<file path="src/verilog/cic_cfg.svh">
`ifndef CIC_CFG_SVH
`define CIC_CFG_SVH

// ==========================================================================
// datapath widths
// ==========================================================================
`define CIC_IN_W        18                      // input sample.
`define CIC_ACC_W       48                      // integrator and comb word.
`define CIC_OUT_W       18                      // gained output sample.
`define CIC_RATE_W      10                      // decimation factor field.

// ==========================================================================
// filter structure
// ==========================================================================
`define CIC_ORDER       3                       // integrators, and as many combs.
`define CIC_GAIN_DEPTH  4                       // strobes through combVarGain.

// outputs dropped after a load before the pipeline holds real data.
`define CIC_FLUSH_COUNT (`CIC_ORDER + `CIC_GAIN_DEPTH)

`endif

</file>
<file path="src/verilog/cicPkg.sv">
`include "cic_cfg.svh"

package cicPkg;

    // ======================================================================
    // configuration
    // ======================================================================
    // rate is the decimation factor, 2 to 1023.
    // the gain is (1 + mantissa/65536) * 2^exponent, relative to the top
    // 18 bits of the comb output.
    typedef struct packed {
        logic [`CIC_RATE_W-1:0] rate;
        logic [4:0]             exponent;
        logic [15:0]            mantissa;
    } cicCfgT;

    // ======================================================================
    // datapath words
    // ======================================================================
    typedef logic signed [`CIC_ACC_W-1:0] accT;        // wraps, combs undo it.
    typedef logic signed [`CIC_IN_W-1:0]  sampleT;     // input and output sample.

    // ======================================================================
    // control states
    // ======================================================================
    typedef enum logic [1:0] {
        stIdle  = 2'd0,                         // no configuration yet.
        stFlush = 2'd1,                         // waiting out stale outputs.
        stRun   = 2'd2                          // outputs are valid.
    } ctrlStateT;

endpackage

</file>
<file path="src/verilog/cicIntegrator.sv">
`timescale 1ns/1ns

module cicIntegrator import cicPkg::*; (
    input  logic clk,
    input  logic rstN,
    input  logic clear,
    input  logic en,
    input  accT  x,
    output accT  y
);

    // ======================================================================
    // accumulator
    // ======================================================================
    // overflow is harmless here: the combs take differences modulo 2^48,
    // so the result is exact as long as the final output fits.
    always_ff @(posedge clk) begin
        if (!rstN) begin
            y <= '0;
        end else if (clear) begin
            y <= '0;                            // restart with a new config.
        end else if (en) begin
            y <= y + x;                         // two's-complement wrap.
        end
    end

endmodule

</file>
<file path="src/verilog/cicComb.sv">
`timescale 1ns/1ns

module cicComb import cicPkg::*; (
    input  logic clk,
    input  logic rstN,
    input  logic clear,
    input  logic en,
    input  accT  x,
    output accT  y
);

    accT delayX;                                // x at the previous strobe.

    // ======================================================================
    // differential delay of one decimated sample
    // ======================================================================
    always_ff @(posedge clk) begin
        if (!rstN) begin
            delayX <= '0;
            y      <= '0;
        end else if (clear) begin
            delayX <= '0;
            y      <= '0;
        end else if (en) begin
            delayX <= x;
            y      <= x - delayX;               // wraps like the integrators.
        end
    end

endmodule

</file>
<file path="src/verilog/decimCounter.sv">
`timescale 1ns/1ns
`include "cic_cfg.svh"

module decimCounter (
    input  logic                   clk,
    input  logic                   rstN,
    input  logic                   clear,
    input  logic                   inEn,
    input  logic [`CIC_RATE_W-1:0] rate,
    output logic                   decimEn
);

    logic [`CIC_RATE_W-1:0] count;
    logic                   terminal;

    assign terminal = (count == rate - 1'b1);

    // strobe on every rate-th input. the pulse is held off in the clear
    // cycle so a strobe from the old rate never reaches the combs.
    assign decimEn = inEn && terminal && !clear;

    always_ff @(posedge clk) begin
        if (!rstN) begin
            count <= '0;
        end else if (clear) begin
            count <= '0;
        end else if (inEn) begin
            if (terminal) begin
                count <= '0;
            end else begin
                count <= count + 1'b1;
            end
        end
    end

    // a rate of 0 or 1 would never reach or always hit the terminal count.
    rateLegal: assert property (@(posedge clk) disable iff (!rstN)
        inEn |-> rate >= 2)
        else $error("decimation rate %0d is below 2.", rate);

endmodule

</file>
<file path="src/verilog/mpy18x18PL1.sv">
`timescale 1ns/1ns

module mpy18x18PL1 (
    input  logic               clk,
    input  logic               sclr,
    input  logic signed [17:0] a,
    input  logic signed [17:0] b,
    output logic signed [35:0] p
);

    // one register stage behind the multiplier array.
    always_ff @(posedge clk) begin
        if (sclr) begin
            p <= '0;
        end else begin
            p <= a * b;                         // full 36-bit signed product.
        end
    end

endmodule

</file>
<file path="src/verilog/combVarGain.sv">
`timescale 1ns/1ns
`include "cic_cfg.svh"

module combVarGain import cicPkg::*; (
    input  logic        clk,
    input  logic        clkEn,
    input  logic [4:0]  exponent,
    input  logic [15:0] mantissa,
    input  accT         din,
    output sampleT      dout
);

    localparam sampleT MaxPos = sampleT'((1 << (`CIC_OUT_W - 1)) - 1);
    localparam sampleT MaxNeg = -MaxPos;        // symmetric, never the min code.

    logic [4:0]         expSel;
    logic               sign;
    accT                upper;
    sampleT             dataBits;
    sampleT             shift;
    logic               satPos;
    logic               satNeg;
    logic [15:0]        man0;
    logic [15:0]        man1;
    logic signed [35:0] scaledValue;
    logic signed [35:0] product;

    // ======================================================================
    // strobes 1 and 2: shift select and saturate
    // ======================================================================
    always_comb begin
        expSel = (exponent == 5'd31) ? 5'd30 : exponent;   // 31 acts as 30.
        sign   = din[`CIC_ACC_W-1];
        // sign bit plus the bits shifted out above the selected field.
        upper  = din >>> (`CIC_ACC_W - 1 - expSel);
    end

    always_ff @(posedge clk) begin
        if (clkEn) begin
            dataBits <= din[(`CIC_ACC_W - 1 - expSel) -: `CIC_OUT_W];
            satPos   <= !sign && (upper != '0);    // lost ones above a positive.
            satNeg   <= sign && (upper != '1);     // lost zeros above a negative.
            if (satPos) begin
                shift <= MaxPos;
            end else if (satNeg) begin
                shift <= MaxNeg;
            end else begin
                shift <= dataBits;
            end
        end
    end

    // mantissa follows the data so it lines up with shift.
    always_ff @(posedge clk) begin
        if (clkEn) begin
            man0 <= mantissa;
            man1 <= man0;
        end
    end

    // ======================================================================
    // strobe 3: multiply by 1 + mantissa/65536
    // ======================================================================
    mpy18x18PL1 gainScaler (
        .clk  (clk),
        .sclr (1'b0),
        .a    (shift),
        .b    ($signed({2'b01, man1})),
        .p    (scaledValue)
    );

    always_ff @(posedge clk) begin
        if (clkEn) begin
            product <= scaledValue;             // settled since the last strobe.
        end
    end

    // ======================================================================
    // strobe 4: output saturate
    // ======================================================================
    always_ff @(posedge clk) begin
        if (clkEn) begin
            if (product[35] && (product[34:33] != 2'b11)) begin
                dout <= MaxNeg;
            end else if (!product[35] && (product[34:33] != 2'b00)) begin
                dout <= MaxPos;
            end else begin
                dout <= product[33:16];
            end
        end
    end

    // both saturation points clip to +/-131071 through the pipeline.
    noMinCode: assert property (@(posedge clk)
        !$isunknown(dout) |-> dout != ~MaxPos)
        else $error("gain output reached the negative full-scale code.");

endmodule

</file>
<file path="src/verilog/cicControl.sv">
`timescale 1ns/1ns
`include "cic_cfg.svh"

module cicControl import cicPkg::*; (
    input  logic   clk,
    input  logic   rstN,
    input  logic   cfgLoad,
    input  logic   outStrobe,
    input  cicCfgT cfgIn,
    output cicCfgT cfgActive,
    output logic   clear,
    output logic   outEnable
);

    localparam int     FlushW     = $clog2(`CIC_FLUSH_COUNT + 1);
    localparam cicCfgT CfgDefault = '{rate: 2, exponent: '0, mantissa: '0};

    ctrlStateT         state;
    logic [FlushW-1:0] flushCnt;
    logic              countStrobe;

    // a strobe seen in the clear cycle belongs to the old configuration.
    assign countStrobe = outStrobe && !clear;
    assign outEnable   = (state == stRun);

    // ======================================================================
    // load, clear, flush, run
    // ======================================================================
    always_ff @(posedge clk) begin
        if (!rstN) begin
            state     <= stIdle;
            flushCnt  <= '0;
            clear     <= 1'b0;
            cfgActive <= CfgDefault;            // legal rate before any load.
        end else begin
            clear <= cfgLoad;                   // one cycle after the load.
            if (cfgLoad) begin
                cfgActive <= cfgIn;
                state     <= stFlush;           // restarts a flush in progress.
                flushCnt  <= '0;
            end else if (state == stFlush && countStrobe) begin
                flushCnt <= flushCnt + 1'b1;
                if (flushCnt == `CIC_FLUSH_COUNT - 1) begin
                    state <= stRun;
                end
            end
        end
    end

    // a loaded rate below 2 would stall or jam the decimation counter.
    loadLegal: assert property (@(posedge clk) disable iff (!rstN)
        cfgLoad |-> cfgIn.rate >= 2)
        else $error("configuration loaded with rate %0d.", cfgIn.rate);

endmodule

</file>
<file path="src/verilog/cicDecimator.sv">
`timescale 1ns/1ns
`include "cic_cfg.svh"

module cicDecimator import cicPkg::*; (
    input  logic   clk,
    input  logic   rstN,
    input  logic   inEn,
    input  logic   cfgLoad,
    input  sampleT din,
    input  cicCfgT cfg,
    output sampleT dout,
    output logic   doutValid
);

    cicCfgT cfgActive;
    logic   clear;
    logic   outEnable;
    logic   decimEn;
    logic   outStrobe;
    accT    intIn   [`CIC_ORDER];
    accT    intOut  [`CIC_ORDER];
    accT    combIn  [`CIC_ORDER];
    accT    combOut [`CIC_ORDER];

    cicControl u_cicControl (
        .clk       (clk),
        .rstN      (rstN),
        .cfgLoad   (cfgLoad),
        .outStrobe (outStrobe),
        .cfgIn     (cfg),
        .cfgActive (cfgActive),
        .clear     (clear),
        .outEnable (outEnable)
    );

    decimCounter u_decimCounter (
        .clk     (clk),
        .rstN    (rstN),
        .clear   (clear),
        .inEn    (inEn),
        .rate    (cfgActive.rate),
        .decimEn (decimEn)
    );

    // ======================================================================
    // integrators at the input rate, combs at the decimated rate
    // ======================================================================
    assign intIn[0]  = {{(`CIC_ACC_W - `CIC_IN_W){din[`CIC_IN_W-1]}}, din};
    assign combIn[0] = intOut[`CIC_ORDER-1];

    for (genvar k = 0; k < `CIC_ORDER; k++) begin : genInt
        if (k > 0) begin : genLink
            assign intIn[k] = intOut[k-1];
        end
        cicIntegrator u_cicIntegrator (
            .clk   (clk),
            .rstN  (rstN),
            .clear (clear),
            .en    (inEn),
            .x     (intIn[k]),
            .y     (intOut[k])
        );
    end

    for (genvar k = 0; k < `CIC_ORDER; k++) begin : genComb
        if (k > 0) begin : genLink
            assign combIn[k] = combOut[k-1];
        end
        cicComb u_cicComb (
            .clk   (clk),
            .rstN  (rstN),
            .clear (clear),
            .en    (decimEn),
            .x     (combIn[k]),
            .y     (combOut[k])
        );
    end

    combVarGain u_combVarGain (
        .clk      (clk),
        .clkEn    (decimEn),
        .exponent (cfgActive.exponent),
        .mantissa (cfgActive.mantissa),
        .din      (combOut[`CIC_ORDER-1]),
        .dout     (dout)
    );

    // ======================================================================
    // output strobe
    // ======================================================================
    // dout changes on the decimEn edge, so the strobe trails it by a cycle.
    always_ff @(posedge clk) begin
        if (!rstN) begin
            outStrobe <= 1'b0;
        end else begin
            outStrobe <= decimEn;
        end
    end

    assign doutValid = outStrobe && outEnable;  // quiet until run.

endmodule

</file>
<file path="config.mk">
export PLATFORM = sky130hd
export DESIGN_NAME = cicDecimator
export DESIGN_NICKNAME = d
export VERILOG_FILES = /design/src/verilog/cicPkg.sv /design/src/verilog/cicIntegrator.sv /design/src/verilog/cicComb.sv /design/src/verilog/decimCounter.sv /design/src/verilog/mpy18x18PL1.sv /design/src/verilog/combVarGain.sv /design/src/verilog/cicControl.sv /design/src/verilog/cicDecimator.sv
export VERILOG_INCLUDE_DIRS = /design/src /design/src/verilog
export SDC_FILE = /design/constraint.sdc
export NUM_CORES = 2
export LEC_CHECK = 0
export CAP_MARGIN = 0
export CORE_UTILIZATION = 62
export CTS_BUF_LIST = sky130_fd_sc_hd__clkbuf_4
export DETAILED_ROUTE_END_ITERATION = 6
export DONT_BUFFER_PORTS = 1
export PLACE_DENSITY = 0.85
export SKIP_CTS_REPAIR_TIMING = 1
export SLEW_MARGIN = 20
export SYNTH_ARGS = -nofsm -noshare
export SYNTH_HDL_FRONTEND = slang
export SYNTH_SLANG_ARGS = --single-unit
export TNS_END_PERCENT = 1
</file>
<file path="constraint.sdc">
create_clock -name clk -period 10.1 [get_ports clk]
set_input_delay 1.01 -clock clk [delete_from_list [all_inputs] [get_ports clk]]
set_output_delay 1.01 -clock clk [all_outputs]
set_load 0.01 [all_outputs]
</file>
# Word level (Yosys, flattened, before mapping)
# Index checks and enable logic that the tools add are counted.
# W data, S select, Z words.
[totals]
regBits = 640
latchBits = 0
ram_bits = 0
mem_bits_ro = 0
in_bits = 53
output_inout_bits = 19
wordCells = 79
memories = 0
[op_classes]
add_sub_neg = 10
mul = 1
div = 0
order_cmp = 0
n_eq_ne = 7
shifts = 2
muxes = 7
n_bitwise = 1
n_reduce_logical = 22
[op_table]
columns = ["cell", "n"]
rows = [
  ["$sub A48 B48 Y48", 3],
  ["$add A48 B48 Y48", 2],
  ["$shiftx A65 B33 Y18", 1],
  ["$add A48 B18 Y48", 1],
  ["$ne A48 B48 Y1 const B", 1],
  ["$reduce_bool A48 Y1", 1],
  ["$sshr A48 B32 Y48", 1],
  ["$mul A18 B18 Y36", 1],
  ["$mux W18", 2],
  ["$add A10 B1 Y10 const B", 1],
  ["$eq A10 B10 Y1", 1],
  ["$mux W10", 1],
  ["$sub A10 B1 Y10 const B", 1],
  ["$logic_and A1 B1 Y1", 9],
  ["$reduce_or A2 Y1", 4],
  ["$sub A6 B5 Y7 const A", 1],
  ["$reduce_bool A2 Y1", 3],
  ["$eq A5 B5 Y1 const B", 1],
  ["$mux W5", 1],
  ["$reduce_and A2 Y1", 2],
  ["$add A3 B1 Y3 const B", 1],
  ["$eq A3 B3 Y1 const B", 1],
  ["$logic_not A1 Y1", 3],
  ["$mux W1", 3],
  ["4 further kinds", 4],
]

# Logic depth before layout (Yosys ltp)
[depth]
ltp_word = 6
ltp_mapped = 26
ltp_nobuf = 24

# Modules after synthesis
# Synthesis repeated with hierarchy kept, for this count alone.
[hier_totals]
cells_unflattened = 6205
area_unflattened_um2 = 53660.2
[by_module_without_submodules]
columns = ["mod", "instances", "cells_per_inst", "area_per_inst_um2", "seq_area_each_um2"]
rows = [
  ["cicComb", 3, 749, 6128.4, 1921.8],
  ["mpy18x18PL1", 1, 1413, 13038.8, 720.7],
  ["combVarGain", 1, 635, 6677.7, 3243.1],
  ["cicIntegrator (genInt[2].u_cicIntegrator)", 1, 581, 4553.1, 960.9],
  ["cicIntegrator (genInt[0].u_cicIntegrator)", 1, 568, 4436.8, 960.9],
  ["cicIntegrator (genInt[1].u_cicIntegrator)", 1, 531, 4229.1, 960.9],
  ["cicControl", 1, 126, 1445.1, 740.7],
  ["decimCounter", 1, 101, 862.1, 200.2],
  ["cicDecimator", 1, 3, 32.5, 20.0],
]

# Worst setup path after synthesis
# Ideal clock, no wire load.
[synth_timing]
path_kind = "reg2reg"
from = "register u_combVarGain.man1[3]"
to = "register u_combVarGain.gainScaler.p[35]"
setup_time_ps = 72
arrival_ps = 6454
required_time_ps = 10028
path_slack_ps = 3574
path_stages_with_launch = 25
n_path_buf = 1
period_less_slack_ps = 6526
cell_sequence = "edfxtp_1 clkbuf_1 and2_1 fa_1 inv_1 fa_1 fa_1 fa_1 inv_1 fa_1 inv_1 fa_1 inv_1 ha_1 o21a_1 o211ai_1 o21ai_0 a21oi_1 o21ai_0 a2111oi_0 o31ai_1 a31o_2 a21o_1 a21oi_1 xnor2_1"
[synth_between]
elab_chain_len = 1
[synth_lines]
columns = ["element", "line", "rtl"]
rows = [
  ["from (decl)", "combVarGain.sv:24", "logic [15:0] man1;"],
  ["from (signal assigned)", "combVarGain.sv:57", "man1 <= man0;"],
  ["$mul A18 B18 Y36", "mpy18x18PL1.sv:16", "p <= a * b;"],
  ["to (signal assigned)", "mpy18x18PL1.sv:16", ""],
  ["to (decl)", "mpy18x18PL1.sv:8", "output logic signed [35:0] p"],
]
# No other way between the ends.
# A chain may end at the register's enable or synchronous reset.

# Worst setup path after layout
[layout_timing]
from = "register u_combVarGain.shift[11]"
to = "register u_combVarGain.gainScaler.p[35]"
[layout_between]
elab_chain_len = 1
[layout_lines]
columns = ["element", "line", "rtl"]
rows = [
  ["from (decl)", "combVarGain.sv:20", "sampleT shift;"],
  ["from (signal assigned)", "combVarGain.sv:44", "shift <= MaxPos;"],
  ["from (signal assigned)", "combVarGain.sv:46", "shift <= MaxNeg;"],
  ["from (signal assigned)", "combVarGain.sv:48", "shift <= dataBits;"],
  ["$mul A18 B18 Y36", "mpy18x18PL1.sv:16", ""],
]
# No other way between the ends.

==> impl_metrics.yaml <==
cts:
  cts-root-buf: "clkbuf_4"
  clock_latency_ns: 1.02
  htree_levels: 4
  cts_tree: "yes"
  cts_buffer_depth: 3
  clkTransAtPathRegs_ns: 0.07
  cts_sinks: 608
  cts_buffers: 160
detailed_routing:
  routed_wirelength_mm: 117
  detail-route-antenna-nets: 0
  via_per_inst: 5.91
  vias: 41500
  drt_pass1_iterations: 7
  drt_first_iter_violations: 2758
  wl_per_cell_um: 16.6
  drc_errors: 2
flow_run:
  cap_violations: 0
worst_setup_path:
  worst_path_max_delay_cell: "a2111oi_0"
  r2r_cells: 23
  cp.required_ns: 11.02
  arrival_ns: 9.07
  path_class: "reg2reg"
  end_kind: "flip-flop"
  cp_num_buf_inv: 4
  slowest_delay_ns: 1.08
  start_kind: "flip-flop"
  regToRegSetupSlack_ns: 1.95
  critPathTopFamily: "compound AO/OA/AOI/OAI gates"
  crit_fanout: 17
  crit_path_frequent_cell: "fa_1"
  timing.rr.end: "u_combVarGain.gainScaler.p[35]"
  r2r-start: "u_combVarGain.shift[11]"
  path_cells: "and2_1, fa_1, inv_1, fa_1, fa_1, inv_1, fa_1, fa_1, inv_1, fa_1, inv_1, ha_1, a211o_1, a21oi_1, o21ai_0, a21oi_1, o21ai_0, a2111oi_0, o31ai_1, a31o_2, a21o_1, a21oi_1, xnor2_1"
timing:
  setup_slack_ns: 1.95
  period_needed_ns: 8.15
  rsz0062_at_grt: "false"
  hold_violations: 0
  fin_worst_skew_ns: 0.0597
  tightest_slew_ns: 1.21
  slew_violations: 0
  relSlewSlack: 0.169
  fin_tns_setup_ns: 0
  period_share: 0.807
  max_freq_mhz: 123
  holdWs_ns: 0.0898
  finalSetupViolCount: 0
power:
  ir_drop_mv: 0.105
  power.density_nw_per_um2: 130
  p_total_w: 0.00679
  p_leak_nw: 23.6
global_route:
  grt_max_degree: 217
  grt_pass1_vias: 41000
  grt_use_total: 0.285
  overflow: 0
  antenna_found_initial: 2
  grt_pass1_wl_mm: 194
logic_synthesis:
  yosysTopAreaCellShare: 0.201
  avgSynthCellArea_um2: 8.33
  synth_largest_area_cell: "dfxtp_1"
  synth_area_leaders: "dfxtp_1 (20%), fa_1 (13%), ha_1 (9.3%)"
  yosys_warnings: 0
  yosysUniqueCellTypes: 78
  async_flop_share: 0
  synth_top_flop_cell: "dfxtp_1"
  yosysSeqAreaShare: 0.266
  ys_ff_latch: 608
  netlist_area_um2: 49800
  synth_edf_count: 108
  syn-num-nets: 6714
  syn_inst: 5975
placement:
  port_buffers: 0
  post-dp-hpwl_mm: 86.5
  place_area_um2: 50100
  dp_slack_ns: 2.14
  gp_congestion: 0.929
floorplanning:
  coreArea_um2: 79300
  fp.dieW_um: 285
  pin_count: 72
  die_area_um2: 81400
  num_rows: 103
  die_h_um: 285
  initial_core_util: 0.628
layout:
  finish.instance_area_um2: 52200
  area_growth_syn_to_layout_pct: 4.85
  fillers: 6285
  drive_above_1_share: 0.0567
  nNetsFinal: 6601
min_path:
  hold_class: "in2reg"
  hold_path_depth: 1
  min_from: "rstN"
  hold_end: "u_cicControl.cfgActive[22]"
outcome:
  violations: "design-rule violations"
  outcome: "finished with violations"
[cell type report]
cell class	instances	area, µm²	share of cell area
inverter	597	2240	0.0430
tap	1050	1310	0.0252
antenna	3	7.51	0.000144
clock buffer	223	1670	0.0321
clock inverter	51	367	0.00703
sequential	608	13300	0.254
multi-input combinational	4475	33100	0.635
timing repair buffer	20	203	0.00389
[routing by layer]
layer  GRT usage  vias to the layer above  wire length, µm
met1       0.341                    19800            48400
li1            -                    20100                -
met2       0.493                     1259            56600
met4       0.148                        0             5440
met5           0                        -                0
met3      0.0452                      361             6100
[power breakdown]
part | switching, W | leakage, nW | internal [W]
registers | 0.0000761 | 5.03 | 0.00259
logic | 0.00109 | 17.3 | 0.000830
clock network | 0.00106 | 1.20 | 0.00115
[how the worst max path moves through the flow]
| stage | from | to | slack (ns) | depth (start not counted) |
|---|---|---|---|---|
| after floorplan | u_combVarGain.man1[3] | u_combVarGain.gainScaler.p[35] | 3.57 | 24 |
| after global placement | u_combVarGain.shift[10] | u_combVarGain.gainScaler.p[35] | 2.35 | 23 |
| after detailed placement | u_combVarGain.shift[10] | u_combVarGain.gainScaler.p[35] | 2.14 | 23 |
| after CTS | u_combVarGain.shift[10] | u_combVarGain.gainScaler.p[35] | 2.06 | 23 |
| after global routing | u_combVarGain.shift[10] | u_combVarGain.gainScaler.p[35] | 1.78 | 23 |
| final | u_combVarGain.shift[11] | u_combVarGain.gainScaler.p[35] | 1.95 | 23 |
[worst reg2reg max path, cell delays in order (launching register included)]
cell	delay [ns]
edfxtp_1	0.65
and2_1	0.30
fa_1	0.53
inv_1	0.06
fa_1	0.50
fa_1	0.52
inv_1	0.05
fa_1	0.49
fa_1	0.49
inv_1	0.05
fa_1	0.48
inv_1	0.06
ha_1	0.31
a211o_1	0.31
a21oi_1	0.15
o21ai_0	0.11
a21oi_1	0.42
o21ai_0	0.31
a2111oi_0	1.08
o31ai_1	0.33
a31o_2	0.35
a21o_1	0.20
a21oi_1	0.18
xnor2_1	0.13
[flip-flops by register name, summed over array words and instances (netlist names), 2 cells and up]
register and flops:
u_combVarGain.dataBits 18, genComb.u_cicComb.y 144, u_cicControl.flushCnt 3, u_cicControl.cfgActive 31, genComb.u_cicComb.delayX 144, genInt.u_cicIntegrator.y 144
u_combVarGain.product 20, u_combVarGain.shift 18, u_combVarGain.gainScaler.p 20, u_combVarGain.dout 18, u_decimCounter.count 10, u_combVarGain.man0 16
u_cicControl.state 2, u_combVarGain.man1 16
[per-stage QoR]
step | instances | util
2_1_floorplan | 5975 | -
3_3_place_gp | 6748 | 0.632
3_5_place_dp | 6748 | 0.632
4_1_cts | 7022 | 0.657
5_1_grt | 7027 | 0.658
6_report | 7027 | 0.658
[cells in the final DEF (no fill, tap or decap), types with 63 or more instances in the layout]
| cell | instances |
|---|---|
| xnor2_1 | 190 |
| xor2_1 | 103 |
| and2_1 | 142 |
| clkbuf_4 | 223 |
| dfxtp_1 | 497 |
| a21oi_1 | 606 |
| nand2_1 | 921 |
| ha_1 | 371 |
| inv_1 | 596 |
| fa_1 | 315 |
| o21ai_0 | 229 |
| edfxtp_1 | 108 |
| a21o_1 | 213 |
| nor2_1 | 320 |
| nand4_1 | 63 |
| mux2i_1 | 249 |
| nand3_1 | 86 |
[logic make-up (layout without fill, tap and decap cells)]
group	Yosys count	in the layout	share of synthesized area
AOI/OAI and AO/OA	1417	1417	0.174
xor gates and xnor gates	293	293	0.0516
adders and majority gates	686	686	0.220
buffers and inverters	892	891	0.0692
DFF	608	608	0.266
muxes	276	276	0.0565
other	0	3	0
and+or+nand+nor	1803	1803	0.162
[cell usage after synthesis (9+ instances only)]
library cell / n
and3_1: 46
a31oi_1: 40
nor3b_1: 10
nor4_1: 9
mux2_2: 25
a211oi_1: 55
a31o_2: 12
ha_1: 371
nor2b_1: 49
a221oi_1: 13
buf_1: 27
dfxtp_1: 500
o21bai_1: 56
or2_2: 11
fa_1: 315
xnor2_1: 190
inv_1: 596
and4_1: 10
xor2_1: 103
nand3_1: 86
nand2b_1: 37
nor3_1: 56
a21oi_1: 606
a21o_1: 213
edfxtp_1: 108
a211o_1: 17
o31ai_1: 17
nand4_1: 63
o21a_1: 35
clkbuf_1: 218
o211ai_1: 30
and2_1: 144
buf_2: 44
a21boi_0: 11
o21ai_0: 229
or3_1: 18
mux2i_1: 249
nand2_1: 923
nor2_1: 322
No activity file was read; power rests on OpenSTA's default activity.
